`src/hdl/mult_pkg.sv`:
```
package mult_pkg;

    // block buffer geometry
    localparam int LOG_DEPTH = 6;
    localparam int DEPTH = 1 << LOG_DEPTH;

    // operand and product widths
    localparam int OPERAND_W = 16;
    localparam int PRODUCT_W = 2 * OPERAND_W;

    // register stages between operands and product
    localparam int MULT_STAGES = 2;
    // flush counter width, wide enough to count MULT_STAGES
    localparam int FLUSH_W = $clog2(MULT_STAGES) + 1;

    // index into the block buffer
    typedef logic [LOG_DEPTH-1:0] addr_t;

    // one operand pair as presented at the input
    typedef struct packed {
        logic [OPERAND_W-1:0] a;
        logic [OPERAND_W-1:0] b;
    } operand_pair_t;

    // unsigned product
    typedef logic [PRODUCT_W-1:0] product_t;

    // write request into the buffer
    typedef struct packed {
        logic     en;
        addr_t    addr;
        product_t data;
    } mem_wr_t;

    // read request into the buffer
    typedef struct packed {
        logic  en;
        addr_t addr;
    } mem_rd_t;

    // side info that follows a buffer read
    typedef struct packed {
        logic last;
    } read_tag_t;

endpackage

```
`src/hdl/stage_delay.sv`:
```
`timescale 1ns/1ps

module stage_delay #(
    parameter type payload_t = logic,
    parameter int  STAGES = 1
) (
    input  logic     clk,
    input  logic     rst,
    input  logic     in_valid,
    input  payload_t in_payload,
    output logic     out_valid,
    output payload_t out_payload
);

    // one valid bit and one payload per stage
    logic [STAGES-1:0] valid_q;
    payload_t          payload_q [STAGES];

    // valid chain, cleared on reset
    always_ff @(posedge clk) begin
        if (rst) begin
            valid_q <= '0;
        end else begin
            valid_q[0] <= in_valid;
            for (int i = 1; i < STAGES; i++) begin
                valid_q[i] <= valid_q[i-1];
            end
        end
    end

    // payload shifts every cycle
    always_ff @(posedge clk) begin
        payload_q[0] <= in_payload;
        for (int i = 1; i < STAGES; i++) begin
            payload_q[i] <= payload_q[i-1];
        end
    end

    assign out_valid = valid_q[STAGES-1];
    assign out_payload = payload_q[STAGES-1];

endmodule

```
`src/hdl/mult_pipe.sv`:
```
`timescale 1ns/1ps

module mult_pipe (
    input  logic                    clk,
    input  mult_pkg::operand_pair_t operands,
    output mult_pkg::product_t      product
);
    import mult_pkg::*;

    // first stage holds the raw multiply
    product_t mult_q;

    // 16x16 unsigned
    // operands widened to the product width before the multiply
    always_ff @(posedge clk) begin
        mult_q <= product_t'(operands.a) * product_t'(operands.b);
    end

    // second stage lines up with the delayed write index
    always_ff @(posedge clk) begin
        product <= mult_q;
    end

endmodule

```
`src/hdl/product_ram.sv`:
```
`timescale 1ns/1ps

module product_ram (
    input  logic               clk,
    input  mult_pkg::mem_wr_t  wr,
    input  mult_pkg::mem_rd_t  rd,
    output mult_pkg::product_t rd_data
);
    import mult_pkg::*;

    // one block of products
    product_t mem [DEPTH];

    // write port
    always_ff @(posedge clk) begin
        if (wr.en) begin
            mem[wr.addr] <= wr.data;
        end
    end

    // registered read, one cycle latency
    // output holds between reads
    always_ff @(posedge clk) begin
        if (rd.en) begin
            rd_data <= mem[rd.addr];
        end
    end

endmodule

```
`src/hdl/mult_ctrl.sv`:
```
`timescale 1ns/1ps

module mult_ctrl (
    input  logic                clk,
    input  logic                rst,
    input  logic                op_valid,
    input  logic                read_req,
    output logic                rdy,
    output logic                full,
    output logic                accept,
    output mult_pkg::addr_t     wr_index,
    output mult_pkg::mem_rd_t   rd_req,
    output mult_pkg::read_tag_t rd_tag
);
    import mult_pkg::*;

    typedef enum logic [2:0] {
        ST_IDLE  = 3'd0,
        ST_FILL  = 3'd1,
        ST_FLUSH = 3'd2,
        ST_FULL  = 3'd3,
        ST_DRAIN = 3'd4
    } state_t;

    localparam addr_t LAST_INDEX = addr_t'(DEPTH - 1);
    localparam logic [FLUSH_W-1:0] FLUSH_LAST = FLUSH_W'(MULT_STAGES - 1);

    state_t             state;
    addr_t              rd_index;
    logic [FLUSH_W-1:0] flush_cnt;
    logic               last_accept;
    logic               draining;

    // operand taken this cycle
    assign accept = op_valid && rdy;
    // final pair of the block
    assign last_accept = accept && (wr_index == LAST_INDEX);
    assign draining = (state == ST_DRAIN);

    assign full = (state == ST_FULL);

    // one read per drain cycle, addresses in order
    always_comb begin
        rd_req.en = draining;
        rd_req.addr = rd_index;
        rd_tag.last = draining && (rd_index == LAST_INDEX);
    end

    // ready level
    // drops after the 64th accept, comes back one cycle into idle
    always_ff @(posedge clk) begin
        if (rst) begin
            rdy <= 1'b0;
        end else if (last_accept) begin
            rdy <= 1'b0;
        end else if (state == ST_IDLE) begin
            rdy <= 1'b1;
        end
    end

    // write index
    // wraps back to 0 on the 64th accept, so the next block starts clean
    always_ff @(posedge clk) begin
        if (rst) begin
            wr_index <= '0;
        end else if (accept) begin
            wr_index <= wr_index + 1'b1;
        end
    end

    // main fsm with flush and read counters
    always_ff @(posedge clk) begin
        if (rst) begin
            state <= ST_IDLE;
            rd_index <= '0;
            flush_cnt <= '0;
        end else begin
            case (state)
                ST_IDLE: begin
                    if (accept) begin
                        state <= ST_FILL;
                    end
                end
                ST_FILL: begin
                    if (last_accept) begin
                        state <= ST_FLUSH;
                        flush_cnt <= '0;
                    end
                end
                ST_FLUSH: begin
                    // let the last product pass the pipeline
                    flush_cnt <= flush_cnt + 1'b1;
                    if (flush_cnt == FLUSH_LAST) begin
                        state <= ST_FULL;
                    end
                end
                ST_FULL: begin
                    rd_index <= '0;
                    // read_req only counts here
                    if (read_req) begin
                        state <= ST_DRAIN;
                    end
                end
                ST_DRAIN: begin
                    rd_index <= rd_index + 1'b1;
                    if (rd_index == LAST_INDEX) begin
                        state <= ST_IDLE;
                    end
                end
                default: begin
                    state <= ST_IDLE;
                end
            endcase
        end
    end

endmodule

```
`src/hdl/block_mult_top.sv`:
```
`timescale 1ns/1ps

module block_mult_top (
    input  logic                    clk,
    input  logic                    rst,
    input  logic                    op_valid,
    input  mult_pkg::operand_pair_t operands,
    input  logic                    read_req,
    output logic                    rdy,
    output logic                    full,
    output logic                    out_valid,
    output mult_pkg::product_t      out_data,
    output logic                    out_last
);
    import mult_pkg::*;

    // control outputs
    logic      accept;
    addr_t     wr_index;
    mem_rd_t   rd_req;
    read_tag_t rd_tag;

    // write side after the pipeline delay
    logic      wr_valid;
    addr_t     wr_addr;
    product_t  product;
    mem_wr_t   wr_req;

    // tag beside the read data
    read_tag_t out_tag;

    mult_ctrl u_ctrl (
        .clk      (clk),
        .rst      (rst),
        .op_valid (op_valid),
        .read_req (read_req),
        .rdy      (rdy),
        .full     (full),
        .accept   (accept),
        .wr_index (wr_index),
        .rd_req   (rd_req),
        .rd_tag   (rd_tag)
    );

    // multiplies every cycle; accept decides what lands
    mult_pipe u_pipe (
        .clk      (clk),
        .operands (operands),
        .product  (product)
    );

    // write strobe and index follow the product
    stage_delay #(
        .payload_t (addr_t),
        .STAGES    (MULT_STAGES)
    ) u_wr_delay (
        .clk         (clk),
        .rst         (rst),
        .in_valid    (accept),
        .in_payload  (wr_index),
        .out_valid   (wr_valid),
        .out_payload (wr_addr)
    );

    assign wr_req = '{en: wr_valid, addr: wr_addr, data: product};

    product_ram u_ram (
        .clk     (clk),
        .wr      (wr_req),
        .rd      (rd_req),
        .rd_data (out_data)
    );

    // covers the one-cycle read latency
    stage_delay #(
        .payload_t (read_tag_t),
        .STAGES    (1)
    ) u_rd_delay (
        .clk         (clk),
        .rst         (rst),
        .in_valid    (rd_req.en),
        .in_payload  (rd_tag),
        .out_valid   (out_valid),
        .out_payload (out_tag)
    );

    assign out_last = out_tag.last;

endmodule

```
`config.mk`:
```
export PLATFORM = sky130hd
export DESIGN_NAME = block_mult_top
export DESIGN_NICKNAME = d
export VERILOG_FILES = /design/src/hdl/mult_pkg.sv /design/src/hdl/stage_delay.sv /design/src/hdl/mult_pipe.sv /design/src/hdl/product_ram.sv /design/src/hdl/mult_ctrl.sv /design/src/hdl/block_mult_top.sv
export SDC_FILE = /design/constraint.sdc
export NUM_CORES = 2
export LEC_CHECK = 0
export ABC_CLOCK_PERIOD_IN_PS = 10500
export BUFFER_PORTS_ARGS = -buffer_cell sky130_fd_sc_hd__buf_2
export CAP_MARGIN = 20
export CORE_UTILIZATION = 30
export DETAILED_ROUTE_END_ITERATION = 8
export PLACE_DENSITY = 0.5
export REMOVE_ABC_BUFFERS = 1
export SLEW_MARGIN = 20
export SYNTH_ARGS = -nofsm -noshare
export SYNTH_HDL_FRONTEND = slang
export SYNTH_SLANG_ARGS = --single-unit
```
`constraint.sdc`:
```
create_clock -name clk -period 10.5 [get_ports clk]
set_clock_uncertainty 0.15 [all_clocks]
set_input_delay 2.1 -clock clk [delete_from_list [all_inputs] [get_ports clk]]
set_output_delay 2.1 -clock clk [all_outputs]
set_load 0.05 [all_outputs]
```
==> flow_summary.ini <==
[critical_path]
crit_arrival_ns = 7.95
path_common_cell = fa_1
r2r_start = u_ctrl.rd_index[0]
critPathCaptureType = register
critPathMaxFanout = 16
cpPeakStageDelay_ns = 0.88
cp-start-kind = primary input
slowest_stage = o311ai_1
cp_data_required_time_ns = 11.06
cp_cell_sequence = buf_2 -> nand2_1 -> fa_1 -> fa_1 -> inv_1 -> fa_1 -> inv_1 -> fa_1 -> inv_1 -> fa_1 -> inv_1 -> fa_1 -> inv_1 -> ha_1 -> nand4_1 -> o311ai_1 -> o221a_2 -> a211oi_1 -> xnor2_1
worstSetupPathType = in2reg
startpoint = operands[26]

[placement]
portBuffers = 71
gp_congestion = 0.7612
place_inst = 8292
dpl.hpwl_um = 125600

[clocking]
clk_latency_ns = 0.85
postCtsResizedCells = 0
cts.sinks = 2178
numCtsBuffers = 219
cts_tree = built
ctsHoldBuffers = 0
cts.path.max_buffers = 3
htreeDepth = 4
cts_root_buf = clkbuf_16
post-cts-setup-buffer-count = 0
clk_pin_slew_ns = 0.06

[timing]
worstMarginPinSlew_ns = 0.9898
hold_viol_final = 0
rsz0062_at_grt = false
setup_viol_count_final = 0
max_slew_margin_pct = 32.97
drv_slew = 0
max_freq_mhz = 135.4
fin_crit_sh_pct = 70.33
fin_crit_ns = 7.385

[global_routing]
track_usage_pct = 15.69
grt-ovfl-total = 0
grt_pass1_wl_um = 338400
first_global_vias = 44800
antenna_found_initial = 7
grt_max_degree = 92

[detailed_routing]
first_iter_violations = 3731
dr.pass1.iters = 5
drc = 0
final_antenna_net_count = 0
vias = 42890
wl_per_cell_um = 27.24
via_per_inst = 4.923
finalWirelength_um = 237300

[finish]
drive_gt1_share_pct = 25.02
finalNonFillerCells = 8712
nets = 4911
final_cell_mix = 2080 x edfxtp_1, 604 x mux4_2, 220 x inv_1, 220 x clkbuf_16, 194 x fa_1
area_growth_pct = 14.09
fill_cells = 27860
fin_util_pct = 34.52
final_common_cell = edfxtp_1

[outcome]
outcome = completed

[synth]
synth_area_leaders = edfxtp_1 69%, mux4_2 15%, fa_1 4.3%, dfxtp_1 2.2%, ha_1 1.5%
yosys_warnings = 0
synth_edf_count = 2080
synth_top_area_share_pct = 69.33
yosysUniqueCellTypes = 52
synth.avg_cell_area_um2 = 20.48
synthArstFlopShare_pct = 0
synthCells = 4398
ys_seq_area_share_pct = 71.51
netlist_area_um2 = 90090
ys_ff_latch = 2178
synthFlopType = edfxtp_1
yosys.area.top_type = edfxtp_1

[hold_path]
hold_start = u_wr_delay.payload_q[0][3]
hold_class = reg2reg

[power]
swShare_pct = 28.81
internal-power_mw = 16.55
p_switching_mw = 6.695
p_leak_nw = 32.29
p_comb_share_pct = 17.9
p_per_area_nw_per_um2 = 226.1
ir_drop_mv = 0.3049
seqPwrFrac_pct = 49.8
p_clk_share_pct = 32.3

[flow_run]
maxCapViolations = 0

[floorplan]
die_w_um = 550.0
ios = 72
core-area_um2 = 297800
start_util_pct = 30.25
die-area_um2 = 302500
die_height_um = 550.0
rows = 200
==> metrics by stage <==
stage | setup TNS [ns] | area (um2) | total power, mW | setup WS [ns] | hold WS, ns
4_1_cts | 0 | 102700 | 23.46 | 3.196 | 0.1757
3_3_place_gp | 0 | 95860 | 15.87 | 2.325 | 0.1622
2_1_floorplan | -496.99 | 89110 | 14.27 | -12.72 | 0.1596
3_5_place_dp | 0 | 95860 | 15.95 | 2.268 | 0.1620
6_report | 0 | 102800 | 23.24 | 3.115 | 0.1747
5_1_grt | 0 | 102800 | 24.33 | 2.756 | 0.1781
==> metal layers <==
metal	wire (um)	track usage (%)	vias up
met3	10020	1.758	248
met2	118900	26.76	1001
li1	-	-	17930
met5	0	0	-
met4	3805	3.297	0
met1	104600	21.60	23710
==> Yosys cell counts, types with 10 or more instances <==
master    number
dfxtp_1       98
buf_2         65
buf_4         12
a21o_1        10
o21ai_0       24
inv_1        221
xor2_1        13
a22oi_1       37
a211oi_1      56
edfxtp_1    2080
mux4_2       604
xnor2_1       20
mux2i_1       68
nand3_1       20
nor2_1       120
clkbuf_1     115
fa_1         194
nor2b_1       60
and2_1       109
nand2_1      191
buf_1         32
ha_1         107
a21oi_1       75
==> power by group through the flow <==
| stage | Combinational (mW) | Sequential (mW) | Clock (mW) |
|---|---|---|---|
| 6_report | 4.17 | 11.6 | 7.50 |
| 3_5_place_dp | 4.19 | 11.8 | 0 |
| 2_1_floorplan | 2.74 | 11.5 | 0 |
| 4_1_cts | 4.21 | 11.6 | 7.67 |
| 3_3_place_gp | 4.17 | 11.7 | 0 |
| 5_1_grt | 4.70 | 11.6 | 7.98 |
==> sequential cells by signal, indices dropped and copies added (netlist names) <==
signal	count
u_ctrl.rd_index	6
u_rd_delay.payload_q	1
u_pipe.mult_q	32
u_wr_delay.valid_q	2
u_rd_delay.out_valid	1
u_ctrl.rdy	1
u_ctrl.wr_index	6
u_pipe.product	32
u_wr_delay.payload_q	12
u_ctrl.state	3
u_ctrl.flush_cnt	2
u_ram.mem	2048
u_ram.rd_data	32
==> worst paths after layout <==
path                                                    to  slack, ns  depth (start not counted)
worst max register to register           u_ram.rd_data[17]       5.84                          7
worst min-delay path            u_wr_delay.payload_q[0][9]       0.17                          0
worst min register to register  u_wr_delay.payload_q[0][9]       0.17                          0
worst max-delay path                     u_pipe.mult_q[25]       3.12                         19
==> cell families (layout without fill, tap and decap cells) <==
| logic type | Yosys count | after routing | synth area share, % |
|---|---|---|---|
| simple gates | 540 | 540 | 2.875 |
| mux | 672 | 672 | 15.85 |
| compound gates | 228 | 228 | 1.637 |
| buf+inv | 446 | 816 | 2.007 |
| fa+ha+maj | 301 | 301 | 5.797 |
| other cells | 0 | 5 | 0 |
| flops | 2178 | 2178 | 71.51 |
| xor+xnor | 33 | 33 | 0.3208 |
==> critical path, delay by kind of cell <==
family,cells,cell delay [ns]
adder cells (fa/ha/maj),7,3.42
AO/OA/AOI/OAI,3,1.37
buffers and inverters,6,0.58
AND/OR/NAND/NOR,2,0.32
XOR/XNOR,1,0.13
==> layout make-up <==
| type | count | area [um2] | area share [%] |
|---|---|---|---|
| tap | 3939 | 4928 | 4.795 |
| clock buffer | 310 | 6013 | 5.850 |
| multi-input combinational | 1774 | 24350 | 23.69 |
| clock inverter | 105 | 848.3 | 0.8253 |
| timing repair buffer | 180 | 1274 | 1.239 |
| sequential | 2178 | 64530 | 62.78 |
| inverter | 221 | 829.5 | 0.8071 |
| antenna | 5 | 12.51 | 0.01217 |
(Power assumes the default switching activity.)
